### src/hw/kbd_pkg.sv
// Keyboard tracker shared definitions
// Key indices and their Scan Code Set 2 codes, prefix bytes,
// decoder states and the scan-code lookup used by the decoder
package kbd_pkg;

    localparam int NUM_KEYS = 10;

    typedef logic [3:0]          key_idx_t;
    typedef logic [NUM_KEYS-1:0] key_vec_t;
    typedef logic [7:0]          scan_byte_t;

    // What the decoder expects the next byte to be
    typedef enum logic [1:0] {
        MAKE            = 2'b00,
        BREAK           = 2'b01,
        SECONDARY_MAKE  = 2'b10,
        SECONDARY_BREAK = 2'b11
    } decode_state_t;

    // One tracked key: output bit, code, and whether E0 precedes it
    typedef struct packed {
        key_idx_t   idx;
        scan_byte_t code;
        logic       secondary;
    } key_def_t;

    localparam scan_byte_t PREFIX_SECONDARY = 8'hE0;
    localparam scan_byte_t PREFIX_BREAK     = 8'hF0;

    // Arrows share codes with keypad keys, told apart by E0
    localparam key_def_t KEY_LEFT  = '{idx: 4'd0, code: 8'h6B, secondary: 1'b1};
    localparam key_def_t KEY_RIGHT = '{idx: 4'd1, code: 8'h74, secondary: 1'b1};
    localparam key_def_t KEY_UP    = '{idx: 4'd2, code: 8'h75, secondary: 1'b1};
    localparam key_def_t KEY_DOWN  = '{idx: 4'd3, code: 8'h72, secondary: 1'b1};
    localparam key_def_t KEY_W     = '{idx: 4'd4, code: 8'h1D, secondary: 1'b0};
    localparam key_def_t KEY_A     = '{idx: 4'd5, code: 8'h1C, secondary: 1'b0};
    localparam key_def_t KEY_S     = '{idx: 4'd6, code: 8'h1B, secondary: 1'b0};
    localparam key_def_t KEY_D     = '{idx: 4'd7, code: 8'h23, secondary: 1'b0};
    localparam key_def_t KEY_SPACE = '{idx: 4'd8, code: 8'h29, secondary: 1'b0};
    localparam key_def_t KEY_ENTER = '{idx: 4'd9, code: 8'h5A, secondary: 1'b0};

    localparam key_def_t KEY_TABLE [NUM_KEYS] = '{
        KEY_LEFT, KEY_RIGHT, KEY_UP, KEY_DOWN,
        KEY_W, KEY_A, KEY_S, KEY_D,
        KEY_SPACE, KEY_ENTER
    };

    // Returns 1 when code and prefix match a tracked key
    function automatic logic lookup_key(
        input  scan_byte_t code,
        input  logic       secondary,
        output key_idx_t   idx
    );
        logic found;
        found = 1'b0;
        idx   = '0;
        for (int i = 0; i < NUM_KEYS; i++) begin
            if (KEY_TABLE[i].code == code && KEY_TABLE[i].secondary == secondary) begin
                found = 1'b1;
                idx   = KEY_TABLE[i].idx;
            end
        end
        return found;
    endfunction

endpackage
### src/hw/keyboard_tracker.sv
// PS/2 keyboard tracker top level
// Receiver, scan-code decoder and key state in a chain
// Gives held and first-press pulse outputs for ten keys
// plus a strobe for frames dropped on a bad start, parity or stop bit
module keyboard_tracker
    import kbd_pkg::*;
#(
    parameter int unsigned RX_TIMEOUT_CYCLES = 5000
) (
    input  logic     CLOCK_50,
    input  logic     reset,
    input  logic     i_ps2_clk,
    input  logic     i_ps2_dat,
    output key_vec_t o_key_held,
    output key_vec_t o_key_pulse,
    output logic     o_frame_err
);

    // Receiver to decoder
    logic       byte_valid;
    scan_byte_t rx_byte;

    // Decoder to key state
    logic     key_valid;
    key_idx_t key_idx;
    logic     key_make;

    ps2_rx #(
        .RX_TIMEOUT_CYCLES(RX_TIMEOUT_CYCLES)
    ) u_ps2_rx (
        .CLOCK_50    (CLOCK_50),
        .reset       (reset),
        .i_ps2_clk   (i_ps2_clk),
        .i_ps2_dat   (i_ps2_dat),
        .o_byte_valid(byte_valid),
        .o_byte      (rx_byte),
        .o_frame_err (o_frame_err)
    );

    scan_decoder u_scan_decoder (
        .CLOCK_50    (CLOCK_50),
        .reset       (reset),
        .i_byte_valid(byte_valid),
        .i_byte      (rx_byte),
        .o_key_valid (key_valid),
        .o_key_idx   (key_idx),
        .o_key_make  (key_make)
    );

    key_state u_key_state (
        .CLOCK_50   (CLOCK_50),
        .reset      (reset),
        .i_key_valid(key_valid),
        .i_key_idx  (key_idx),
        .i_key_make (key_make),
        .o_key_held (o_key_held),
        .o_key_pulse(o_key_pulse)
    );

endmodule

### src/hw/key_state.sv
// Key state registers
// One press bit per key follows make and break events
// The lock bit trails press by a cycle to form a one-cycle pulse
module key_state
    import kbd_pkg::*;
(
    input  logic     CLOCK_50,
    input  logic     reset,
    input  logic     i_key_valid,
    input  key_idx_t i_key_idx,
    input  logic     i_key_make,
    output key_vec_t o_key_held,
    output key_vec_t o_key_pulse
);

    key_vec_t press;
    key_vec_t lock;

    always_ff @(posedge CLOCK_50) begin
        if (!reset) begin
            press <= '0;
            lock  <= '0;
        end else begin
            // Lock copies press every cycle
            lock <= press;
            // Typematic repeat of a make rewrites 1 over 1, no new pulse
            if (i_key_valid) begin
                press[i_key_idx] <= i_key_make;
            end
        end
    end

    assign o_key_held = press;

    // High only in the first cycle after press rises
    assign o_key_pulse = press & ~lock;

endmodule

### src/hw/scan_decoder.sv
// Scan Code Set 2 decoder
// Tracks the E0 and F0 prefixes in a small FSM and turns each code
// byte that matches a tracked key into a make or break event
module scan_decoder
    import kbd_pkg::*;
(
    input  logic       CLOCK_50,
    input  logic       reset,
    input  logic       i_byte_valid,
    input  scan_byte_t i_byte,
    output logic       o_key_valid,
    output key_idx_t   o_key_idx,
    output logic       o_key_make
);

    decode_state_t state;

    logic     is_prefix;
    logic     in_secondary;
    logic     in_make;
    logic     key_hit;
    key_idx_t key_hit_idx;

    assign is_prefix    = (i_byte == PREFIX_SECONDARY) || (i_byte == PREFIX_BREAK);
    assign in_secondary = (state == SECONDARY_MAKE) || (state == SECONDARY_BREAK);
    assign in_make      = (state == MAKE) || (state == SECONDARY_MAKE);

    // Table lookup, the prefix flag must match too
    always_comb begin
        key_hit = lookup_key(i_byte, in_secondary, key_hit_idx);
    end

    // Prefix FSM and event strobe
    always_ff @(posedge CLOCK_50) begin
        if (!reset) begin
            state       <= MAKE;
            o_key_valid <= 1'b0;
        end else begin
            o_key_valid <= 1'b0;
            if (i_byte_valid) begin
                if (i_byte == PREFIX_SECONDARY) begin
                    state <= SECONDARY_MAKE;
                end else if (i_byte == PREFIX_BREAK) begin
                    case (state)
                        MAKE:           state <= BREAK;
                        SECONDARY_MAKE: state <= SECONDARY_BREAK;
                        // Repeated F0 leaves a break pending
                        default:        state <= state;
                    endcase
                end else begin
                    // Any code byte ends the sequence
                    state       <= MAKE;
                    o_key_valid <= key_hit;
                end
            end
        end
    end

    // Event payload, only meaningful with the strobe
    always_ff @(posedge CLOCK_50) begin
        if (i_byte_valid && !is_prefix) begin
            o_key_idx  <= key_hit_idx;
            o_key_make <= in_make;
        end
    end

endmodule

### src/hw/ps2_rx.sv
// PS/2 device-to-host frame receiver
// Synchronizes the PS/2 clock and data lines, samples data on each
// falling edge of the PS/2 clock and assembles 11-bit frames
// Good frames give a one-cycle byte strobe, bad ones a one-cycle error
// A stalled partial frame is dropped after RX_TIMEOUT_CYCLES
module ps2_rx
    import kbd_pkg::*;
#(
    parameter int unsigned RX_TIMEOUT_CYCLES = 5000
) (
    input  logic       CLOCK_50,
    input  logic       reset,
    input  logic       i_ps2_clk,
    input  logic       i_ps2_dat,
    output logic       o_byte_valid,
    output scan_byte_t o_byte,
    output logic       o_frame_err
);

    localparam int TIMEOUT_W = $clog2(RX_TIMEOUT_CYCLES + 1);
    localparam logic [TIMEOUT_W-1:0] TIMEOUT_LAST = TIMEOUT_W'(RX_TIMEOUT_CYCLES - 1);

    // Start, 8 data, parity, stop
    localparam logic [3:0] LAST_BIT = 4'd10;

    // Clock keeps one extra stage for edge detection
    logic [2:0] clk_sync;
    logic [1:0] dat_sync;
    logic       clk_fall;

    logic [10:0]          frame;
    logic [3:0]           bit_cnt;
    logic                 frame_done;
    logic                 frame_good;
    logic [TIMEOUT_W-1:0] idle_cnt;

    // Both lines see the same two-flop delay, so they stay aligned
    always_ff @(posedge CLOCK_50) begin
        if (!reset) begin
            // Idle bus is high, so no false edge out of reset
            clk_sync <= '1;
            dat_sync <= '1;
        end else begin
            clk_sync <= {clk_sync[1:0], i_ps2_clk};
            dat_sync <= {dat_sync[0], i_ps2_dat};
        end
    end

    assign clk_fall = clk_sync[2] & ~clk_sync[1];

    // Shift in from the top, first bit ends up in frame[0]
    always_ff @(posedge CLOCK_50) begin
        if (clk_fall) begin
            frame <= {dat_sync[1], frame[10:1]};
        end
    end

    // Bit counter and stall timeout
    always_ff @(posedge CLOCK_50) begin
        if (!reset) begin
            bit_cnt    <= '0;
            idle_cnt   <= '0;
            frame_done <= 1'b0;
        end else begin
            frame_done <= 1'b0;
            if (clk_fall) begin
                idle_cnt <= '0;
                if (bit_cnt == LAST_BIT) begin
                    // Stop bit sampled, frame complete
                    bit_cnt    <= '0;
                    frame_done <= 1'b1;
                end else begin
                    bit_cnt <= bit_cnt + 4'd1;
                end
            end else if (bit_cnt != '0) begin
                // Mid-frame with no edge, count toward giving up
                if (idle_cnt == TIMEOUT_LAST) begin
                    bit_cnt  <= '0;
                    idle_cnt <= '0;
                end else begin
                    idle_cnt <= idle_cnt + 1'b1;
                end
            end
        end
    end

    // Start low, odd parity over data and parity, stop high
    assign frame_good = ~frame[0] & (^frame[9:1]) & frame[10];

    // Strobes one cycle after the stop bit sample
    always_ff @(posedge CLOCK_50) begin
        if (!reset) begin
            o_byte_valid <= 1'b0;
            o_frame_err  <= 1'b0;
        end else begin
            o_byte_valid <= frame_done & frame_good;
            o_frame_err  <= frame_done & ~frame_good;
        end
    end

    // Data byte held until the next frame ends
    always_ff @(posedge CLOCK_50) begin
        if (frame_done) begin
            o_byte <= frame[8:1];
        end
    end

endmodule

### config.mk
export PLATFORM = sky130hd
export DESIGN_NAME = keyboard_tracker
export DESIGN_NICKNAME = d
export VERILOG_FILES = /design/src/hw/kbd_pkg.sv /design/src/hw/keyboard_tracker.sv /design/src/hw/key_state.sv /design/src/hw/scan_decoder.sv /design/src/hw/ps2_rx.sv
export SDC_FILE = /design/constraint.sdc
export NUM_CORES = 1
export LEC_CHECK = 0
export BUFFER_PORTS_ARGS = -buffer_cell sky130_fd_sc_hd__clkbuf_2
export CAP_MARGIN = 20
export CORE_MARGIN = 10
export CORE_UTILIZATION = 31
export CTS_CLUSTER_DIAMETER = 200
export CTS_CLUSTER_SIZE = 8
export DETAILED_ROUTE_END_ITERATION = 7
export GPL_TIMING_DRIVEN = 0
export SYNTH_ARGS = -nofsm -noshare
export SYNTH_HDL_FRONTEND = slang
export SYNTH_SLANG_ARGS = --single-unit
### constraint.sdc
create_clock -name CLOCK_50 -period 2.2 [get_ports CLOCK_50]
set_input_delay 0.55 -clock CLOCK_50 [delete_from_list [all_inputs] [get_ports CLOCK_50]]
set_output_delay 0.55 -clock CLOCK_50 [all_outputs]
set_load 0.01 [all_outputs]
Word level (Yosys, flattened, before mapping)

Cells that the tools add are included.

Input port bits: 4
Register bits after elaboration: 72

Bitwise gates (word level): 13
Add/sub/neg operators: 2
Reduce and logical (&&, ||, !) cells: 27
Muxes and demuxes: 30
Magnitude comparators: 2
Eq/ne operators: 17

Operators with widths:

| kind                                                               | count |
|---|---|
| equality test 7 x 8 -> 1 bit (first input constant)                | 5 |
| 2-to-1 mux 4 bit                                                   | 10 |
| equality test 5 x 8 -> 1 bit (first input constant)                | 3 |
| equality test 6 x 8 -> 1 bit (first input constant)                | 2 |
| equality test 8 bit (second input constant)                        | 2 |
| 2-to-1 mux 1 bit                                                   | 14 |
| adder 13 x 1 -> 13 bit (second input constant)                     | 1 |
| equality test 13 bit (second input constant)                       | 1 |
| 2-to-1 mux 13 bit                                                  | 1 |
| logical AND 1 bit                                                  | 12 |
| AND 10 bit                                                         | 1 |
| bitwise mux 10 bit                                                 | 1 |
| inverter 10 bit                                                    | 1 |
| XOR reduction 9 bit                                                | 1 |
| inverter 1 bit                                                     | 6 |
| AND reduction 2 bit                                                | 3 |
| AND 1 bit                                                          | 5 |
| < comparator 4 x 5 -> 1 bit (second input constant)                | 1 |
| adder 4 x 1 -> 4 bit (second input constant)                       | 1 |
| demux 1 bit (select 4 bit)                                         | 1 |
| equality test 2 bit (second input constant)                        | 2 |
| equality test 4 bit (second input constant)                        | 1 |
| greater-or-equal comparator 4 x 1 -> 1 bit (second input constant) | 1 |
| 2-to-1 mux 2 bit                                                   | 2 |
| other kinds (9)                                                    | 13 |

Depth between registers and ports, before layout

Gate-level depths: netlist of run 1.

Depth after elaboration: 13
Depth in mapped cells: 8
Gate-level depth less buffers: 6

Cells and area by module

Synthesis of run 1 repeated with hierarchy kept, for this count alone.

Cell total of the unflattened synthesis: 281
Area total of the unflattened synthesis: 3075.4 um2

Modules (own cells, without submodules):

| module       | area an instance (um2) | seq. area each (um2) | cells an instance | instances |
|---|---|---|---|---|
| ps2_rx       | 1754.2                 | 1071.0               | 147               | 1 |
| key_state    | 737.0                  | 400.4                | 74                | 1 |
| scan_decoder | 584.3                  | 210.2                | 60                | 1 |

Least setup slack after synthesis of run 1

Ideal clock, no wire load.

Path type: reg2reg
Start point: register u_ps2_rx.bit_cnt[0]
End point: register u_ps2_rx.idle_cnt[11]
Library setup time: 70 ps
Data arrival time: 1750 ps
Cell stages (with the launch flop): 7
Setup slack: 380 ps
Cell sequence: dfxtp_1 inv_1 ha_1 nor3b_1 or3_4 or4_1 a21oi_1

Word-level cells in the longest chain between the ends: 1

RTL lines:

| item                   | RTL line     | source |
|---|---|---|
| start, declared        | ps2_rx.sv:32 | `logic [3:0] bit_cnt;` |
| start signal, assigned | ps2_rx.sv:73 | `bit_cnt <= bit_cnt + 4'd1;` |
| nonzero test 4 bit     | ps2_rx.sv:75 | `end else if (bit_cnt != '0) begin` |
| end signal, assigned   | ps2_rx.sv:81 | `idle_cnt <= idle_cnt + 1'b1;` |
| end, declared          | ps2_rx.sv:35 | `logic [TIMEOUT_W-1:0] idle_cnt;` |

No other way between the ends.
A chain may end at the register's enable or synchronous reset.

Worst setup path in the final report of run 1

Start point: register u_ps2_rx.o_byte[4]
End point: register u_scan_decoder.o_key_idx[0], data pin

Word-level cells in the longest chain between the ends: 10
Elaborated cells on any way between the ends: 26

RTL lines:

| item                           | RTL line           | source |
|---|---|---|
| start, declared                | ps2_rx.sv:16       | `output scan_byte_t o_byte,` |
| start signal, assigned         | ps2_rx.sv:104      | `o_byte <= frame[8:1];` |
| equality test 7 x 8 -> 1 bit   | kbd_pkg.sv:58      | `if (KEY_TABLE[i].code == code && KEY_TABLE[i].secondary == secondary) begin` |
| logical AND 1 bit              | kbd_pkg.sv:58      |  |
| 2-to-1 mux 1 bit               | kbd_pkg.sv:58      |  |
| 2-to-1 mux 4 bit (6 in series) | kbd_pkg.sv:58      |  |
| 2-to-1 mux 1 bit               | kbd_pkg.sv:58      |  |
| end signal, assigned           | scan_decoder.sv:62 | `o_key_idx <= key_hit_idx;` |
| end, declared                  | scan_decoder.sv:12 | `output key_idx_t o_key_idx,` |

Several ways; a longest one is shown, not always the timed one.

==> results of run 1 <==
## routing by layer
layer  global-route usage  up-vias
met5                    0        -
met4              0.02977        0
met3              0.04284        6
met2               0.1086       34
met1              0.09808      956
li1                     -     1070
## sequential cells by signal (all words and copies together) (netlist names)
signal                      count
u_key_state.lock               10
u_key_state.o_key_held         10
u_ps2_rx.bit_cnt                4
u_ps2_rx.clk_sync               3
u_ps2_rx.dat_sync               2
u_ps2_rx.frame                 11
u_ps2_rx.frame_done             1
u_ps2_rx.idle_cnt              13
u_ps2_rx.o_byte                 8
u_ps2_rx.o_byte_valid           1
u_ps2_rx.o_frame_err            1
u_scan_decoder.o_key_idx        4
u_scan_decoder.o_key_make       1
u_scan_decoder.o_key_valid      1
u_scan_decoder.state            2
## Yosys cell counts, types with 3 or more instances
master / instances
o31ai_1: 5
nand3_1: 10
nor3_1: 5
nand4_1: 9
edfxtp_1: 24
o22ai_1: 3
xnor2_1: 9
o21ai_0: 4
ha_1: 4
dfxtp_1: 48
and2_1: 12
inv_1: 10
a21oi_1: 7
nand2_1: 17
xor2_1: 5
or4_1: 5
nor2b_1: 22
clkbuf_1: 4
nand3b_1: 3
nand2b_1: 7
mux2i_1: 8
nor3b_1: 3
nor4_1: 4
nor2_1: 12
## worst max-delay path by stage
stage / slack (ps) / cells after the start / to
3_5_place_dp: 170 / 4 / u_scan_decoder.o_key_idx[0]$_SDFFCE_PP1P_
5_1_grt: 40 / 8 / u_ps2_rx.idle_cnt[7]$_SDFFE_PP0P_
2_1_floorplan: 380 / 6 / u_ps2_rx.idle_cnt[11]$_SDFFE_PP0P_
3_3_place_gp: 200 / 8 / u_ps2_rx.idle_cnt[0]$_SDFFE_PP0P_
4_1_cts: 140 / 4 / u_scan_decoder.o_key_idx[0]$_SDFFCE_PP1P_
6_report: 170 / 4 / u_scan_decoder.o_key_idx[0]$_SDFFCE_PP1P_
## layout make-up
type                    count  area, um2
fillers                   942       5847
inverters                  11      41.29
multi-input cells         186       1276
plain buffers               7      32.53
flip-flops and latches     72       1682
repair buffers             24      120.1
clock buffers              10      127.6
well taps                 129      161.4
clock inverters             6      83.83
## power by group through the flow
stage / logic [W] / registers [W] / clock network, W
after global placement: 0.0000609 / 0.00142 / 0
after detailed placement: 0.0000623 / 0.00142 / 0
after floorplan: 0.0000453 / 0.00142 / 0
final: 0.0000619 / 0.00139 / 0.00112
after CTS: 0.0000624 / 0.00139 / 0.00114
after global routing: 0.0000707 / 0.00139 / 0.00122
## logic make-up after synthesis
kind of cell	Yosys count	synth area share
flip-flops	72	0.5563
AO/OA/AOI/OAI	35	0.08361
adder cells (fa/ha/maj)	4	0.01656
buffers and inverters	18	0.02442
multiplexers	8	0.02649
XOR/XNOR	15	0.04801
AND/OR/NAND/NOR	124	0.2446
## through the flow
| step | worst slack, ps | std cells | hold slack [ps] |
|---|---|---|---|
| floorplan | 380.3 | 276 | 385.5 |
| global route | 37.97 | 445 | 368.9 |
| global placement | 195.1 | 429 | 387.6 |
| CTS | 142.1 | 445 | 372.3 |
| finish | 165.3 | 445 | 377.1 |
| detailed placement | 172.1 | 429 | 392.1 |
## critical path, stage by stage (launching register included)
cell	delay [ps]
edfxtp_1	500
or4b_2	660
a2111oi_0	420
o21ai_0	140
o41ai_1	90
==> results_dict.tcl, run 1 <==
set metrics [dict create \
    fin_tns_setup_ps 0 \
    vias 2066 \
    reg2reg_slack_ps 170 \
    cp_max_fo 8 \
    die_w_um 118.8 \
    track_usage 0.07802 \
    gp_congestion 0.7876 \
    area_delta_synth_final_pct 16.60 \
    switching_share 0.2051 \
    synthArstFlopShare 0 \
    hpwl_um 3779 \
    wl_met2_um 2239 \
    p_total_w 0.002567 \
    min_path_cells 2 \
    num_rows 35 \
    synth-seq-area-share 0.5563 \
    intPower_w 0.002040 \
    clock_path_buffers 2 \
    grt_pass1_wl_um 9259 \
    synth_ff_type "dfxtp_1" \
    combPwrFrac 0.024 \
    fin_area_mm2 0.003525 \
    cts_made_buffers 9 \
    drv_cap 0 \
    final_nets 319 \
    htreeDepth 3 \
    synth.top_cell.area_share 0.3179 \
    clkSinkCount 72 \
    synth_top_area_cell "dfxtp_1" \
    hold_end "u_ps2_rx.dat_sync[0]$_SDFF_PN1_" \
    timing.slew.headroom 0.5921 \
    status "finished clean" \
    setup_violations 0 \
    grt_pass1_vias 1930 \
    path_class "register to register" \
    yosys_register_bits 72 \
    rsz0062_at_grt "no" \
    peakVddDrop_mv 0.4627 \
    reg2reg_depth 4 \
    synth_fp_nets 284 \
    grt_max_degree 15 \
    final_util 0.3761 \
    path_clk_slew_ps 80 \
    yosysWarnings 0 \
    totalWireLength_um 5328 \
    syn_inst 276 \
    final.period_utilization 0.9249 \
    grt_overflow 0 \
    numPortBuffers 24 \
    hold_start "i_ps2_dat" \
    die_y_um 118.8 \
    critPathLaunch "u_ps2_rx.o_byte[4]$_DFFE_PP_" \
    tightestPinTransition_ps 610.5 \
    seq_power_share 0.541 \
    antennaDiodeCount 0 \
    power_density_mw_per_mm2 728.2 \
    start_util 0.3226 \
    max_freq_ghz 0.4915 \
    die-area_mm2 0.01410 \
    arrival_ps 2150 \
    slew_violations 0 \
    drtPass1Iterations 6 \
    start_kind "register" \
    wl_met1_um 2668 \
    drt-wirelength-per-cell_um 11.97 \
    synth_edf_count 24 \
    r2r-start "u_ps2_rx.o_byte[4]$_DFFE_PP_" \
    worstHoldPathType "input pin to register" \
    routed_via_density 4.643 \
    insertion_delay_ps 350 \
    p_clk_frac 0.435 \
    drc_errors 0 \
    synth_cell_types 51 \
    power.switching_w 0.0005263 \
    timing.final.hold_violations 0 \
    period_needed_ps 2035 \
    num_io_pins 25 \
    finalClockSkew_ps 12.92 \
    drtIter0Drc 102 \
    final_common_cell "dfxtp_1" \
    antenna_found_initial 0 \
    p_leak_nw 1.312 \
    placed_area_mm2 0.003304 \
    rr_endpoint "u_scan_decoder.o_key_idx[0]$_SDFFCE_PP1P_" \
    syn_avg_cell_area_um2 10.95 \
    layout-drive-gt1-share 0.1582 \
    wl_met3_um 356 \
    synth_area_mm2 0.003023 \
    routed.top_layer "met4" \
    cts_setup_buffers 0 \
    ctsResizeCount 0 \
    synthTopCellsByArea "dfxtp_1 (32%), edfxtp_1 (24%), nor2b_1 (4.6%)" \
    final_cell_mix "dfxtp_1 (48), clkbuf_2 (24), edfxtp_1 (24)" \
    coreArea_mm2 0.009371 \
    ant_nets 0 \
    tritoncts "yes" \
    hold_buffers 0 \
    end_kind "register" \
    clock-root-buffer "clkbuf_8" \
    worstPathRequired_ps 2320 \
]
Note: power is estimated with default switching activity, not from simulation.
==> run 2: changes to the inputs <==
--- a/config.mk
+++ b/config.mk
@@ -5,6 +5,7 @@
 export SDC_FILE = /design/constraint.sdc
 export NUM_CORES = 1
 export LEC_CHECK = 0
+export ABC_AREA = 1
 export BUFFER_PORTS_ARGS = -buffer_cell sky130_fd_sc_hd__clkbuf_2
 export CAP_MARGIN = 20
 export CORE_MARGIN = 10
@@ -13,6 +14,8 @@
 export CTS_CLUSTER_SIZE = 8
 export DETAILED_ROUTE_END_ITERATION = 7
 export GPL_TIMING_DRIVEN = 0
+export PLACE_DENSITY = 0.54
+export RECOVER_POWER = 25
 export SYNTH_ARGS = -nofsm -noshare
 export SYNTH_HDL_FRONTEND = slang
 export SYNTH_SLANG_ARGS = --single-unit
==> run 2 against run 1 <==
Register-to-register slack improved by 440 ps. Critical path depth fell by 1. Sequential share of layout area shrank 2.1 points. Global-route usage increased by 0.99 points. First-iteration DRC count increased by 7.8%. Sequential power is essentially flat. Clock skew down 2.4 ps. Power decreased by 6.6%. Largest power group unchanged. Design area is 4.5% higher. Count of clock-buffer cells in the layout shrank 1. Routed wire length is 15% higher. Synthesized area grew 6.6%.
==> results_dict.tcl, run 2 <==
set metrics [dict create \
    status "finished clean" \
    drc_errors 0 \
    grt_max_degree 15 \
    cts_setup_buffers 0 \
    finalClockSkew_ps 10.49 \
    timing.final.hold_violations 0 \
    ff_latch_area_mm2 0.001682 \
    tightestPinTransition_ps 495.5 \
    final_cell_mix "nand2_1 (92), inv_1 (63), nor2_1 (56)" \
    die_y_um 121.9 \
    clock_path_buffers 2 \
    r2r-start "u_ps2_rx.bit_cnt[0]$_SDFFE_PN0P_" \
    num_rows 37 \
    routed_via_density 4.387 \
    synth_ff_type "dfxtp_1" \
    ctsResizeCount 0 \
    peakVddDrop_mv 0.2580 \
    layout_setup_ws_ps 603.1 \
    synth_common_cells "nand2_1 (92), inv_1 (63), nor2_1 (56)" \
    setup_violations 0 \
    largest_register "u_ps2_rx.idle_cnt" \
    hold_buffers 0 \
    grt_pass1_wl_um 10730 \
    fillers 1061 \
    yosys_register_bits 72 \
    htreeDepth 3 \
    slew_violations 0 \
    cp_max_fo 3 \
    final_util 0.3602 \
    top_regs "u_ps2_rx.idle_cnt (13), u_ps2_rx.frame (11)" \
    drtPass1Iterations 4 \
    area_delta_synth_final_pct 14.37 \
    final_nets 451 \
    clock-root-buffer "clkbuf_8" \
    wl_met2_um 2794 \
    worstHoldPathType "input pin to register" \
    final_common_cell "nand2_1" \
    cp_cell_sequence "inv_1 > nor2_1 > clkbuf_2" \
    antennaDiodeCount 0 \
    reg2reg_slack_ps 610 \
    synth_fp_nets 417 \
    slowest_stage "dfxtp_1" \
    critPathLaunch "u_key_state.o_key_held[7]$_SDFFE_PN0P_" \
    rsz0062_at_grt "no" \
    power_density_mw_per_mm2 650.8 \
    coreArea_mm2 0.01023 \
    synth.top_cell.area_share 0.2983 \
    vias 2562 \
    place_inst 568 \
    synth_cell_types 29 \
    instances_no_fill 584 \
    cts_made_buffers 9 \
    ant_nets 0 \
    synth-seq-area-share 0.5219 \
    worstPathRequired_ps 1650 \
    cp_num_cells 3 \
    wl_met1_um 2885 \
    switching_share 0.2411 \
    p_leak_nw 1.600 \
    drt-wirelength-per-cell_um 10.45 \
    seq_power_share 0.579 \
    tritoncts "yes" \
    clkSinkCount 72 \
    insertion_delay_ps 340 \
    routed.top_layer "met4" \
    die-area_mm2 0.01487 \
    multi_input_area_mm2 0.001260 \
    grt_pass1_vias 2451 \
    grt_overflow 0 \
    track_usage 0.08788 \
    numPortBuffers 23 \
    antenna_found_initial 0 \
    cp_num_buf_inv 2 \
    synthArstFlopShare 0 \
    intPower_w 0.001820 \
    path_class "register to primary output" \
    timing.slew.headroom 0.6697 \
    period_needed_ps 1597 \
    drtIter0Drc 110 \
    power.switching_w 0.0005781 \
    gp_congestion 0.8419 \
    start_util 0.3149 \
    crit_family "flip-flops" \
    synth_area_mm2 0.003222 \
    reg2reg_depth 9 \
    synth_most_common_cell "nand2_1" \
    combPwrFrac 0.030 \
    synth_edf_count 24 \
    end_kind "primary output" \
    path_clk_slew_ps 80 \
    rr_endpoint "u_ps2_rx.idle_cnt[9]$_SDFFE_PP0P_" \
    start_kind "register" \
    totalWireLength_um 6102 \
    p_clk_frac 0.391 \
    syn_inst 409 \
    arrival_ps 1050 \
    synth_top_area_cell "dfxtp_1" \
    drv_cap 0 \
    dp_slack_ps 576.6 \
    num_io_pins 25 \
    max_freq_ghz 0.6262 \
    max_stage_delay_ps 370 \
    fin_tns_setup_ps 0 \
    largest_reg_flops 13 \
    final.period_utilization 0.7258 \
    synthTopCellsByArea "dfxtp_1 (30%), edfxtp_1 (22%), nand2_1 (11%)" \
    wl_met3_um 361 \
    hpwl_um 4661 \
    layout-drive-gt1-share 0.1183 \
    syn_avg_cell_area_um2 7.877 \
    yosysWarnings 0 \
    crit_end "o_key_pulse[7]" \
    die_w_um 121.9 \
]
-- run 2: cells by family after synthesis --
group	count (synthesis)	synth area share
DFF	72	0.5219
buffers and inverters	72	0.08699
xor gates and xnor gates	7	0.01903
adders and majority gates	4	0.01553
AOI/OAI and AO/OA	43	0.06991
and+or+nand+nor	211	0.2866
-- run 2: worst min path at each step --
stage | from | endpoint | slack (ps) | cells after the start
final | i_ps2_dat | u_ps2_rx.dat_sync[0]$_SDFF_PN1_ | 390 | 2
after global routing | i_ps2_dat | u_ps2_rx.dat_sync[0]$_SDFF_PN1_ | 390 | 2
after CTS | i_ps2_dat | u_ps2_rx.dat_sync[0]$_SDFF_PN1_ | 370 | 2
after detailed placement | u_ps2_rx.dat_sync[1]$_SDFF_PN1_ | u_ps2_rx.frame[10]$_DFFE_PP_ | 390 | 0
after global placement | u_ps2_rx.dat_sync[1]$_SDFF_PN1_ | u_ps2_rx.frame[10]$_DFFE_PP_ | 390 | 0
after floorplan | u_ps2_rx.dat_sync[1]$_SDFF_PN1_ | u_ps2_rx.frame[10]$_DFFE_PP_ | 390 | 0
-- run 2: layout make-up --
type | count | share of cell area
well taps | 136 | 0.04618
plain buffers | 6 | 0.008829
inverters | 66 | 0.06723
multi-input cells | 265 | 0.3419
repair buffers | 23 | 0.03124
clock buffers | 9 | 0.03362
flip-flops and latches | 72 | 0.4564
clock inverters | 7 | 0.01460
-- run 2: power groups by stage --
| stage | sequential [W] | combinational (W) | clock [W] |
|---|---|---|---|
| floorplan | 0.00142 | 0.0000552 | 0 |
| CTS | 0.00139 | 0.0000739 | 0.000971 |
| global route | 0.00139 | 0.0000848 | 0.00102 |
| detailed placement | 0.00142 | 0.0000738 | 0 |
| finish | 0.00139 | 0.0000719 | 0.000937 |
| global placement | 0.00142 | 0.0000722 | 0 |
-- run 2: routing by layer --
metal,GRT usage,up-vias
li1,-,1371
met1,0.1070,1141
met2,0.1393,41
met3,0.02590,9
met4,0.04247,0
met5,0,-
-- run 2: stage by stage --
step                power [W]  instance area [um2]  hold slack (ps)
floorplan            0.001472                 3222            385.5
global placement     0.001492                 3507            387.5
finish               0.002398                 3685            390.3
global route         0.002500                 3685            387.7
CTS                  0.002434                 3685            374.7
detailed placement   0.001494                 3507            389.7
